==> src/hdl/rv_pipe_defs.svh <==
// rv32i pipeline constants
`ifndef RV_PIPE_DEFS_SVH
`define RV_PIPE_DEFS_SVH

`define RV_ADDR_W   32              // pc and target width
`define RV_DATA_W   32              // register and operand width
`define RV_RESET_PC 32'h0000_0000   // first fetch address

`define ALU_ADD   4'd0
`define ALU_SUB   4'd1
`define ALU_AND   4'd2
`define ALU_OR    4'd3
`define ALU_XOR   4'd4
`define ALU_SLL   4'd5
`define ALU_SRL   4'd6
`define ALU_SRA   4'd7
`define ALU_SLT   4'd8
`define ALU_SLTU  4'd9
`define ALU_PASSB 4'd10             // operand b straight through, lui

`define RES_ALU 2'b00               // writeback takes alu result
`define RES_MEM 2'b01               // reserved, no data memory here
`define RES_PC4 2'b10               // writeback takes pc+4, jal link

`endif

==> src/hdl/rv_pipe_pkg.sv <==
// rv32i pipeline types
`include "rv_pipe_defs.svh"

package rv_pipe_pkg;

    typedef logic [`RV_ADDR_W-1:0] addr_t;     // pc or branch target
    typedef logic [`RV_DATA_W-1:0] data_t;     // register value, operand, immediate
    typedef logic [4:0]            reg_idx_t;  // x0..x31
    typedef logic [3:0]            alu_ctrl_t; // one of the ALU_* codes
    typedef logic [1:0]            result_src_t; // one of the RES_* codes
    typedef logic [31:0]           instr_t;    // raw instruction word

endpackage

==> src/hdl/decoder.sv <==
// rv32i main decoder
`timescale 1ns/100ps
`include "rv_pipe_defs.svh"

module decoder (
    input  rv_pipe_pkg::instr_t       instr_i,
    input  logic                      valid_i,      // low for a bubble
    output logic                      reg_w_o,      // writes rd, never for x0
    output logic                      jump_o,       // jal
    output logic                      branch_o,     // conditional branch
    output logic                      alu_src_o,    // operand b is the immediate
    output logic                      a_is_pc_o,    // operand a is the pc, auipc
    output rv_pipe_pkg::result_src_t  result_src_o,
    output rv_pipe_pkg::alu_ctrl_t    alu_ctrl_o,
    output logic [2:0]                funct3_o,     // branch condition
    output rv_pipe_pkg::data_t        ext_imm_o,
    output rv_pipe_pkg::reg_idx_t     rs1_o,
    output rv_pipe_pkg::reg_idx_t     rs2_o,
    output rv_pipe_pkg::reg_idx_t     rd_o
);

    logic [6:0]         opcode;
    logic [2:0]         funct3;
    logic               funct7_b5;   // sub and sra select
    rv_pipe_pkg::data_t imm_i;
    rv_pipe_pkg::data_t imm_b;
    rv_pipe_pkg::data_t imm_u;
    rv_pipe_pkg::data_t imm_j;

    // alu op shared by op and op-imm, alt picks sub or sra
    function automatic rv_pipe_pkg::alu_ctrl_t alu_op(input logic [2:0] f3, input logic alt);
        case (f3)
            3'b000:  alu_op = alt ? `ALU_SUB : `ALU_ADD;
            3'b001:  alu_op = `ALU_SLL;
            3'b010:  alu_op = `ALU_SLT;
            3'b011:  alu_op = `ALU_SLTU;
            3'b100:  alu_op = `ALU_XOR;
            3'b101:  alu_op = alt ? `ALU_SRA : `ALU_SRL;
            3'b110:  alu_op = `ALU_OR;
            default: alu_op = `ALU_AND;
        endcase
    endfunction

    assign opcode    = instr_i[6:0];
    assign funct3    = instr_i[14:12];
    assign funct7_b5 = instr_i[30];
    assign rs1_o     = instr_i[19:15];
    assign rs2_o     = instr_i[24:20];
    assign rd_o      = instr_i[11:7];
    assign funct3_o  = funct3;

    assign imm_i = {{20{instr_i[31]}}, instr_i[31:20]};
    assign imm_b = {{19{instr_i[31]}}, instr_i[31], instr_i[7], instr_i[30:25],
                    instr_i[11:8], 1'b0};
    assign imm_u = {instr_i[31:12], 12'b0};
    assign imm_j = {{11{instr_i[31]}}, instr_i[31], instr_i[19:12], instr_i[20],
                    instr_i[30:21], 1'b0};

    always_comb begin
        reg_w_o      = 1'b0;           // anything unknown is a no-op
        jump_o       = 1'b0;
        branch_o     = 1'b0;
        alu_src_o    = 1'b0;
        a_is_pc_o    = 1'b0;
        result_src_o = `RES_ALU;
        alu_ctrl_o   = `ALU_ADD;
        ext_imm_o    = '0;
        if (valid_i) begin
            case (opcode)
                7'b0110011: begin      // op
                    reg_w_o    = 1'b1;
                    alu_ctrl_o = alu_op(funct3, funct7_b5);
                end
                7'b0010011: begin      // op-imm, srai only for funct3 101
                    reg_w_o    = 1'b1;
                    alu_src_o  = 1'b1;
                    alu_ctrl_o = alu_op(funct3, funct7_b5 & (funct3 == 3'b101));
                    ext_imm_o  = imm_i;
                end
                7'b0110111: begin      // lui
                    reg_w_o    = 1'b1;
                    alu_src_o  = 1'b1;
                    alu_ctrl_o = `ALU_PASSB;
                    ext_imm_o  = imm_u;
                end
                7'b0010111: begin      // auipc
                    reg_w_o    = 1'b1;
                    alu_src_o  = 1'b1;
                    a_is_pc_o  = 1'b1;
                    ext_imm_o  = imm_u;
                end
                7'b1100011: begin      // branch, funct3 01x is illegal
                    branch_o   = (funct3[2:1] != 2'b01);
                    ext_imm_o  = imm_b;
                end
                7'b1101111: begin      // jal
                    reg_w_o      = 1'b1;
                    jump_o       = 1'b1;
                    result_src_o = `RES_PC4;
                    ext_imm_o    = imm_j;
                end
                default: ;
            endcase
        end
        if (rd_o == 5'd0)
            reg_w_o = 1'b0;            // x0 never written
    end

endmodule

==> src/hdl/fetch_unit.sv <==
// fetch stage
`timescale 1ns/100ps
`include "rv_pipe_defs.svh"

module fetch_unit (
    input  logic                clk_i,
    input  logic                rst_n_i,
    input  logic                redirect_i,   // taken branch or jal in execute
    input  rv_pipe_pkg::addr_t  target_i,     // where to fetch after redirect
    input  logic                flush_i,      // kill the word being fetched
    input  rv_pipe_pkg::instr_t imem_rdata_i, // same-cycle answer to imem_addr_o
    output rv_pipe_pkg::addr_t  imem_addr_o,
    output rv_pipe_pkg::instr_t instr_o,      // decode-stage word
    output rv_pipe_pkg::addr_t  pc_o,
    output rv_pipe_pkg::addr_t  pc_plus4_o,
    output logic                valid_o
);

    rv_pipe_pkg::addr_t pc_f;       // fetch pc
    rv_pipe_pkg::addr_t pc_plus4_f; // sequential next pc

    assign pc_plus4_f  = pc_f + 32'd4;
    assign imem_addr_o = pc_f;

    always_ff @(posedge clk_i or negedge rst_n_i) begin
        if (!rst_n_i) begin
            pc_f    <= `RV_RESET_PC;
            valid_o <= 1'b0;                                 // decode empty after reset
        end else begin
            pc_f    <= redirect_i ? target_i : pc_plus4_f;
            valid_o <= !flush_i;                             // flushed slot becomes a bubble
        end
    end

    // fetch-to-decode payload
    always_ff @(posedge clk_i) begin
        instr_o    <= imem_rdata_i;
        pc_o       <= pc_f;
        pc_plus4_o <= pc_plus4_f;
    end

endmodule

==> src/hdl/reg_d_to_e.sv <==
// decode to execute register
`timescale 1ns/100ps
`include "rv_pipe_defs.svh"

module reg_d_to_e (
    input  logic                     clk_i,
    input  logic                     rst_n_i,
    input  logic                     flush_i,        // redirect from execute
    input  logic                     valid_i,
    input  logic                     reg_w_d_i,
    input  logic                     jump_d_i,
    input  logic                     branch_d_i,
    input  logic                     alu_src_d_i,
    input  logic                     a_is_pc_d_i,
    input  rv_pipe_pkg::result_src_t result_src_d_i,
    input  rv_pipe_pkg::alu_ctrl_t   alu_ctrl_d_i,
    input  logic [2:0]               funct3_d_i,
    input  rv_pipe_pkg::data_t       rd1_d_i,        // register reads from decode
    input  rv_pipe_pkg::data_t       rd2_d_i,
    input  rv_pipe_pkg::reg_idx_t    rs1_d_i,
    input  rv_pipe_pkg::reg_idx_t    rs2_d_i,
    input  rv_pipe_pkg::reg_idx_t    rd_d_i,
    input  rv_pipe_pkg::data_t       ext_imm_d_i,
    input  rv_pipe_pkg::addr_t       pc_d_i,
    input  rv_pipe_pkg::addr_t       pc_plus4_d_i,
    output logic                     valid_e_o,
    output logic                     reg_w_e_o,
    output logic                     jump_e_o,
    output logic                     branch_e_o,
    output logic                     alu_src_e_o,
    output logic                     a_is_pc_e_o,
    output rv_pipe_pkg::result_src_t result_src_e_o,
    output rv_pipe_pkg::alu_ctrl_t   alu_ctrl_e_o,
    output logic [2:0]               funct3_e_o,
    output rv_pipe_pkg::data_t       rd1_e_o,
    output rv_pipe_pkg::data_t       rd2_e_o,
    output rv_pipe_pkg::reg_idx_t    rs1_e_o,
    output rv_pipe_pkg::reg_idx_t    rs2_e_o,
    output rv_pipe_pkg::reg_idx_t    rd_e_o,
    output rv_pipe_pkg::data_t       ext_imm_e_o,
    output rv_pipe_pkg::addr_t       pc_e_o,
    output rv_pipe_pkg::addr_t       pc_plus4_e_o
);

    // control side becomes a bubble on flush
    always_ff @(posedge clk_i or negedge rst_n_i) begin
        if (!rst_n_i) begin
            valid_e_o      <= 1'b0;                  // execute empty after reset
            reg_w_e_o      <= 1'b0;
            jump_e_o       <= 1'b0;
            branch_e_o     <= 1'b0;
            alu_src_e_o    <= 1'b0;
            a_is_pc_e_o    <= 1'b0;
            result_src_e_o <= `RES_ALU;
            alu_ctrl_e_o   <= `ALU_ADD;
            funct3_e_o     <= 3'b000;
        end else if (flush_i) begin
            valid_e_o      <= 1'b0;                  // younger slot squashed by redirect
            reg_w_e_o      <= 1'b0;
            jump_e_o       <= 1'b0;
            branch_e_o     <= 1'b0;
            alu_src_e_o    <= 1'b0;
            a_is_pc_e_o    <= 1'b0;
            result_src_e_o <= `RES_ALU;
            alu_ctrl_e_o   <= `ALU_ADD;
            funct3_e_o     <= 3'b000;
        end else begin
            valid_e_o      <= valid_i;
            reg_w_e_o      <= reg_w_d_i;
            jump_e_o       <= jump_d_i;
            branch_e_o     <= branch_d_i;
            alu_src_e_o    <= alu_src_d_i;
            a_is_pc_e_o    <= a_is_pc_d_i;
            result_src_e_o <= result_src_d_i;
            alu_ctrl_e_o   <= alu_ctrl_d_i;
            funct3_e_o     <= funct3_d_i;
        end
    end

    // data side, harmless in a bubble since controls are low
    always_ff @(posedge clk_i or negedge rst_n_i) begin
        if (!rst_n_i) begin
            rd1_e_o      <= '0;
            rd2_e_o      <= '0;
            rs1_e_o      <= '0;
            rs2_e_o      <= '0;
            rd_e_o       <= '0;
            ext_imm_e_o  <= '0;
            pc_e_o       <= '0;
            pc_plus4_e_o <= '0;
        end else begin
            rd1_e_o      <= rd1_d_i;                 // operands read in decode
            rd2_e_o      <= rd2_d_i;
            rs1_e_o      <= rs1_d_i;                 // kept for forwarding compare
            rs2_e_o      <= rs2_d_i;
            rd_e_o       <= rd_d_i;
            ext_imm_e_o  <= ext_imm_d_i;
            pc_e_o       <= pc_d_i;
            pc_plus4_e_o <= pc_plus4_d_i;            // jal link value
        end
    end

endmodule

==> src/hdl/reg_file.sv <==
// register file
`timescale 1ns/100ps

module reg_file (
    input  logic                  clk_i,
    input  logic                  rst_n_i,
    input  logic                  we_i,      // writeback enable
    input  rv_pipe_pkg::reg_idx_t waddr_i,
    input  rv_pipe_pkg::reg_idx_t raddr1_i,
    input  rv_pipe_pkg::reg_idx_t raddr2_i,
    input  rv_pipe_pkg::data_t    wdata_i,
    output rv_pipe_pkg::data_t    rdata1_o,
    output rv_pipe_pkg::data_t    rdata2_o
);

    rv_pipe_pkg::data_t regs [32];

    always_ff @(posedge clk_i or negedge rst_n_i) begin
        if (!rst_n_i) begin
            for (int i = 0; i < 32; i++)
                regs[i] <= '0;
        end else if (we_i && waddr_i != 5'd0) begin
            regs[waddr_i] <= wdata_i;                  // x0 stays zero
        end
    end

    // write-through so decode sees the value retiring this cycle
    assign rdata1_o = (raddr1_i == 5'd0)                 ? '0      :
                      (we_i && raddr1_i == waddr_i)      ? wdata_i : regs[raddr1_i];
    assign rdata2_o = (raddr2_i == 5'd0)                 ? '0      :
                      (we_i && raddr2_i == waddr_i)      ? wdata_i : regs[raddr2_i];

endmodule

==> src/hdl/rv_pipe_top.sv <==
// rv32i pipeline top
`timescale 1ns/100ps
`include "rv_pipe_defs.svh"

module rv_pipe_top (
    input  logic                  clk_i,
    input  logic                  rst_n_i,
    input  rv_pipe_pkg::instr_t   imem_rdata_i,
    output rv_pipe_pkg::addr_t    imem_addr_o,
    output logic                  retire_valid_o,
    output rv_pipe_pkg::addr_t    retire_pc_o,
    output logic                  retire_we_o,
    output rv_pipe_pkg::reg_idx_t retire_rd_o,
    output rv_pipe_pkg::data_t    retire_data_o
);

    // fetch / decode
    rv_pipe_pkg::instr_t      instr_d;
    rv_pipe_pkg::addr_t       pc_d, pc_plus4_d;
    logic                     valid_d;
    logic                     reg_w_d, jump_d, branch_d, alu_src_d, a_is_pc_d;
    rv_pipe_pkg::result_src_t result_src_d;
    rv_pipe_pkg::alu_ctrl_t   alu_ctrl_d;
    logic [2:0]               funct3_d;
    rv_pipe_pkg::data_t       ext_imm_d, rd1_d, rd2_d;
    rv_pipe_pkg::reg_idx_t    rs1_d, rs2_d, rd_d;

    // execute
    logic                     valid_e, reg_w_e, jump_e, branch_e, alu_src_e, a_is_pc_e;
    rv_pipe_pkg::result_src_t result_src_e;
    rv_pipe_pkg::alu_ctrl_t   alu_ctrl_e;
    logic [2:0]               funct3_e;
    rv_pipe_pkg::data_t       rd1_e, rd2_e, ext_imm_e;
    rv_pipe_pkg::reg_idx_t    rs1_e, rs2_e, rd_e;
    rv_pipe_pkg::addr_t       pc_e, pc_plus4_e;
    rv_pipe_pkg::data_t       src_a, src_b, fwd1, fwd2, alu_y, result_e;
    logic                     cond_e, redirect;
    rv_pipe_pkg::addr_t       target_e;

    fetch_unit u_fetch (
        .clk_i        (clk_i),
        .rst_n_i      (rst_n_i),
        .redirect_i   (redirect),
        .target_i     (target_e),
        .flush_i      (redirect),
        .imem_rdata_i (imem_rdata_i),
        .imem_addr_o  (imem_addr_o),
        .instr_o      (instr_d),
        .pc_o         (pc_d),
        .pc_plus4_o   (pc_plus4_d),
        .valid_o      (valid_d)
    );

    decoder u_dec (
        .instr_i      (instr_d),
        .valid_i      (valid_d),
        .reg_w_o      (reg_w_d),
        .jump_o       (jump_d),
        .branch_o     (branch_d),
        .alu_src_o    (alu_src_d),
        .a_is_pc_o    (a_is_pc_d),
        .result_src_o (result_src_d),
        .alu_ctrl_o   (alu_ctrl_d),
        .funct3_o     (funct3_d),
        .ext_imm_o    (ext_imm_d),
        .rs1_o        (rs1_d),
        .rs2_o        (rs2_d),
        .rd_o         (rd_d)
    );

    reg_file u_rf (
        .clk_i    (clk_i),
        .rst_n_i  (rst_n_i),
        .we_i     (retire_we_o),
        .waddr_i  (retire_rd_o),
        .raddr1_i (rs1_d),
        .raddr2_i (rs2_d),
        .wdata_i  (retire_data_o),
        .rdata1_o (rd1_d),
        .rdata2_o (rd2_d)
    );

    reg_d_to_e u_de (
        .clk_i          (clk_i),
        .rst_n_i        (rst_n_i),
        .flush_i        (redirect),
        .valid_i        (valid_d),
        .reg_w_d_i      (reg_w_d),
        .jump_d_i       (jump_d),
        .branch_d_i     (branch_d),
        .alu_src_d_i    (alu_src_d),
        .a_is_pc_d_i    (a_is_pc_d),
        .result_src_d_i (result_src_d),
        .alu_ctrl_d_i   (alu_ctrl_d),
        .funct3_d_i     (funct3_d),
        .rd1_d_i        (rd1_d),
        .rd2_d_i        (rd2_d),
        .rs1_d_i        (rs1_d),
        .rs2_d_i        (rs2_d),
        .rd_d_i         (rd_d),
        .ext_imm_d_i    (ext_imm_d),
        .pc_d_i         (pc_d),
        .pc_plus4_d_i   (pc_plus4_d),
        .valid_e_o      (valid_e),
        .reg_w_e_o      (reg_w_e),
        .jump_e_o       (jump_e),
        .branch_e_o     (branch_e),
        .alu_src_e_o    (alu_src_e),
        .a_is_pc_e_o    (a_is_pc_e),
        .result_src_e_o (result_src_e),
        .alu_ctrl_e_o   (alu_ctrl_e),
        .funct3_e_o     (funct3_e),
        .rd1_e_o        (rd1_e),
        .rd2_e_o        (rd2_e),
        .rs1_e_o        (rs1_e),
        .rs2_e_o        (rs2_e),
        .rd_e_o         (rd_e),
        .ext_imm_e_o    (ext_imm_e),
        .pc_e_o         (pc_e),
        .pc_plus4_e_o   (pc_plus4_e)
    );

    // forward from the writeback stage
    assign fwd1 = (retire_we_o && rs1_e != 5'd0 && rs1_e == retire_rd_o) ? retire_data_o : rd1_e;
    assign fwd2 = (retire_we_o && rs2_e != 5'd0 && rs2_e == retire_rd_o) ? retire_data_o : rd2_e;

    assign src_a = a_is_pc_e ? pc_e : fwd1;
    assign src_b = alu_src_e ? ext_imm_e : fwd2;

    always_comb begin
        case (alu_ctrl_e)
            `ALU_ADD:   alu_y = src_a + src_b;
            `ALU_SUB:   alu_y = src_a - src_b;
            `ALU_AND:   alu_y = src_a & src_b;
            `ALU_OR:    alu_y = src_a | src_b;
            `ALU_XOR:   alu_y = src_a ^ src_b;
            `ALU_SLL:   alu_y = src_a << src_b[4:0];
            `ALU_SRL:   alu_y = src_a >> src_b[4:0];
            `ALU_SRA:   alu_y = rv_pipe_pkg::data_t'($signed(src_a) >>> src_b[4:0]);
            `ALU_SLT:   alu_y = {31'b0, $signed(src_a) < $signed(src_b)};
            `ALU_SLTU:  alu_y = {31'b0, src_a < src_b};
            `ALU_PASSB: alu_y = src_b;
            default:    alu_y = '0;
        endcase
    end

    always_comb begin
        case (funct3_e)
            3'b000:  cond_e = (fwd1 == fwd2);
            3'b001:  cond_e = (fwd1 != fwd2);
            3'b100:  cond_e = ($signed(fwd1) < $signed(fwd2));
            3'b101:  cond_e = ($signed(fwd1) >= $signed(fwd2));
            3'b110:  cond_e = (fwd1 < fwd2);
            default: cond_e = (fwd1 >= fwd2);
        endcase
    end

    assign target_e = pc_e + ext_imm_e;
    assign redirect = valid_e && (jump_e || (branch_e && cond_e));
    assign result_e = (result_src_e == `RES_PC4) ? pc_plus4_e : alu_y;

    // execute to writeback
    always_ff @(posedge clk_i or negedge rst_n_i) begin
        if (!rst_n_i) begin
            retire_valid_o <= 1'b0;
            retire_we_o    <= 1'b0;
            retire_pc_o    <= '0;
            retire_rd_o    <= '0;
            retire_data_o  <= '0;
        end else begin
            retire_valid_o <= valid_e;
            retire_we_o    <= valid_e && reg_w_e;
            retire_pc_o    <= pc_e;
            retire_rd_o    <= rd_e;
            retire_data_o  <= result_e;
        end
    end

endmodule

==> config.mk <==
export PLATFORM = sky130hd
export DESIGN_NAME = rv_pipe_top
export DESIGN_NICKNAME = d
export VERILOG_FILES = /design/src/hdl/rv_pipe_pkg.sv /design/src/hdl/decoder.sv /design/src/hdl/fetch_unit.sv /design/src/hdl/reg_d_to_e.sv /design/src/hdl/reg_file.sv /design/src/hdl/rv_pipe_top.sv
export VERILOG_INCLUDE_DIRS = /design/src /design/src/hdl
export SDC_FILE = /design/constraint.sdc
export NUM_CORES = 2
export LEC_CHECK = 0
export BUFFER_PORTS_ARGS = -buffer_cell sky130_fd_sc_hd__buf_4
export CORE_ASPECT_RATIO = 0.8
export CORE_MARGIN = 5
export CORE_UTILIZATION = 25
export DETAILED_ROUTE_END_ITERATION = 8
export GPL_ROUTABILITY_DRIVEN = 0
export PLACE_DENSITY = 0.51
export SLEW_MARGIN = 30
export SYNTH_ARGS = -nofsm -noshare
export SYNTH_HDL_FRONTEND = slang
export SYNTH_HIERARCHICAL = 1
export SYNTH_SLANG_ARGS = --single-unit
==> constraint.sdc <==
create_clock -name clk_i -period 17.9 [get_ports clk_i]
set_input_delay 0.895 -clock clk_i [delete_from_list [all_inputs] [get_ports clk_i]]
set_output_delay 0.895 -clock clk_i [all_outputs]
set_load 0.01 [all_outputs]
==> flow_summary.json <==
{
  "ctsHoldBuffers": 0,
  "coreArea_um2": 320200,
  "yosysTopAreaCell": "dfrtp_1",
  "crit_path_start_kind": "flip-flop",
  "area_growth_pct": 13.57,
  "max_slew.worst_pin.slew_ns": 1.085,
  "portBuffers": 136,
  "drtIter0Drc": 8363,
  "antenna_found_initial": 16,
  "p_comb_frac": 0.170,
  "cp_max_fo": 38,
  "p_int_uw": 5957,
  "synth_xor_area_frac": 0.008407,
  "power.density_nw_per_um2": 94.14,
  "tns_ns": 0,
  "ir_drop_uv": 80.10,
  "pwr-share-seq": 0.423,
  "p_clk_frac": 0.407,
  "die_area_um2": 332400,
  "gr-total-overflow": 0,
  "place_hpwl_mm": 208.3,
  "die_h_um": 516.7,
  "async_flop_share": 0.9334,
  "grt_pass1_vias": 60200,
  "yosysSeqAreaShare": 0.4346,
  "end_kind": "flip-flop",
  "start_util": 0.2505,
  "cts_htree_levels": 4,
  "ys_ff_latch": 1412,
  "cts_resized": 0,
  "synth_compound_area_frac": 0.1108,
  "fin_area_um2": 91110,
  "synthDistinctLibCells": 121,
  "detail-route-antenna-nets": 0,
  "finalCritPeriodShare": 0.4072,
  "setup_viol": 0,
  "root_buffer": "clkbuf_16",
  "syn_area_per_cell_um2": 12.06,
  "swShare": 0.3054,
  "max_freq_mhz": 137.2,
  "netlist_area_um2": 80220,
  "total_power_uw": 8577,
  "cts.path.max_buffers": 4,
  "p_sw_uw": 2620,
  "routed_wl_mm": 324.0,
  "ys_warn_count": 6,
  "dpl-instance-area_um2": 85510,
  "yosys.area_share.simple": 0.06604,
  "holdCritPathClass": "in2async",
  "arrival_ns": 7.95,
  "vias": 61230,
  "fp.dieW_um": 643.3,
  "grt_usage": 0.1875,
  "synth_edf_count": 0,
  "maxCapViolations": 0,
  "row_count": 186,
  "finClkSkew_ns": 0.08708,
  "drc_errors": 0,
  "post_cts_buffers": 0,
  "synth_top_area_share": 0.4111,
  "power_leakage_uw": 0.04061,
  "drive_gt1_frac": 0.3330,
  "period_needed_ns": 7.289,
  "syn_inst": 6654,
  "vias_per_cell": 5.627,
  "grt_pass1_wl_mm": 459.4,
  "grt_max_degree": 184,
  "io_pins": 137,
  "slew_headroom": 0.2765,
  "synth.area.top_cells": "dfrtp_1 (41%), mux2_2 (15%), mux4_2 (11%)",
  "dr.pass1.iters": 8,
  "cts_tree": "yes",
  "synth_top_family_by_area": "multiplexers",
  "status": "finished clean",
  "crit_type": "reg2reg",
  "hold_slack_ns": 0.07910,
  "wl_per_cell_um": 29.78,
  "synth.net_count": 6851,
  "synthAdderAreaFrac": 0.02570,
  "rsz0062_at_grt": "no",
  "cts_sinks": 1412,
  "cts_buffers": 164,
  "slew_violations": 0,
  "num-nets-final": 6724,
  "hold_viol_final": 0,
  "yosys_most_used_dff": "dfrtp_1",
  "synth_mux_area_frac": 0.3118,
  "clock_latency_ns": 0.86,
  "path_clk_slew_ns": 0.07,
  "cp_data_required_time_ns": 18.56
}
-- synth_stat cells, drive strengths merged, types with 50 or more instances --
master,n
clkbuf,321
a21o,50
o21ai,204
nand2,362
nor3,56
a21oi,280
dfxtp,94
o221ai,63
nor2,273
nand3,72
a22oi,145
inv,120
dfrtp,1318
o22ai,73
a31oi,64
xnor2,58
mux4,378
buf,306
mux2,1057
a211oi,61
mux2i,457
ha,160
-- state kept, by name (all words and copies together), names as in the netlist, 30 cells and up --
signal	flops
retire_pc_o	32
u_fetch/imem_addr_o	32
u_de/pc_e_o	32
u_rf/regs	1024
u_de/rd1_e_o	32
u_de/ext_imm_e_o	32
u_de/pc_plus4_e_o	32
retire_data_o	32
u_fetch/instr_o	32
u_de/rd2_e_o	32
u_fetch/pc_plus4_o	32
u_fetch/pc_o	30
-- through the flow --
stage / std cells / util / setup WS, ns
after floorplan: 6654 / - / 12.04
after global placement: 10590 / 0.2668 / 11.08
after detailed placement: 10590 / 0.2670 / 11.05
after CTS: 10880 / 0.2842 / 10.99
after global routing: 10880 / 0.2845 / 10.36
final: 10880 / 0.2845 / 10.61
-- per-layer routing --
metal  vias to the layer above  GRT usage  routed length [µm]
met1                     32220     0.2649              139500
met5                         -          0                  41
li1                      24840          -                   -
met4                         6    0.07726               15400
met2                      3445     0.2720              136400
met3                       722    0.04765               32680
-- worst paths after layout --
kind,cells past startpoint,from,slack (ns),to
worst max-delay path,20,retire_rd_o[1],10.61,retire_data_o[30]
worst max register to register,20,retire_rd_o[1],10.61,retire_data_o[30]
worst min-delay path,1,rst_n_i,0.08,u_rf/regs[188]
max in group asynchronous,5,rst_n_i,14.19,u_fetch/imem_addr_o[21]
worst min register to register,0,u_fetch/pc_o[23],0.28,u_de/pc_e_o[23]
min in group clk_i,1,imem_rdata_i[15],0.19,u_fetch/instr_o[15]
-- power groups by stage --
stage                     combinational (µW)  sequential, µW  clock, µW
after floorplan                          834            3590          0
after global placement                  1410            3680          0
after detailed placement                1420            3680          0
after CTS                               1430            3630       3560
after global routing                    1530            3650       3680
final                                   1450            3630       3490
-- final cells by class --
| type | instances | area (µm²) |
|---|---|---|
| inverter | 127 | 485.5 |
| fill | 32630 | 229100 |
| clock buffer | 225 | 4728 |
| antenna | 4 | 10.01 |
| multi-input combinational | 4488 | 42240 |
| clock inverter | 62 | 767.0 |
| timing repair buffer | 334 | 2680 |
| sequential | 1412 | 34900 |
| tap | 4230 | 5293 |
-- cell usage in the layout, fill, tap and decap left out, drive strengths merged, types with 61 or more instances in the layout --
cell type / n
mux4: 378
dfxtp: 94
clkbuf: 225
dfrtp: 1318
a31oi: 64
a211oi: 61
a22oi: 145
nor2: 273
o22ai: 73
mux2i: 457
nand2: 362
o221ai: 63
buf: 334
ha: 160
nand3: 72
o21ai: 204
inv: 131
a21oi: 280
mux2: 1057
-- cell families after synthesis --
group           Yosys count
compound gates         1280
xor+xnor                 77
fa+ha+maj               163
buf+inv                 754
flops                  1412
mux                    1892
other cells               1
simple gates           1075
-- worst max-delay path: stages, from the launching register on --
cell and delay, ns:
dfrtp_1 0.65, xnor2_1 0.21, nand3_1 0.30, nor3_4 0.24, buf_4 0.53, mux2_4 0.38, mux2i_4 0.13, buf_4 0.43
inv_2 0.41, ha_1 0.41, a21oi_1 0.20, nor3b_1 0.27, a21oi_1 0.15, o31a_1 0.44, o31ai_1 0.85, o21ai_0 0.28
a21oi_1 0.30, o31ai_1 0.13, xnor2_1 0.13, a2111oi_0 0.47, a22oi_1 0.12
Note: power is estimated with default switching activity, not from simulation.
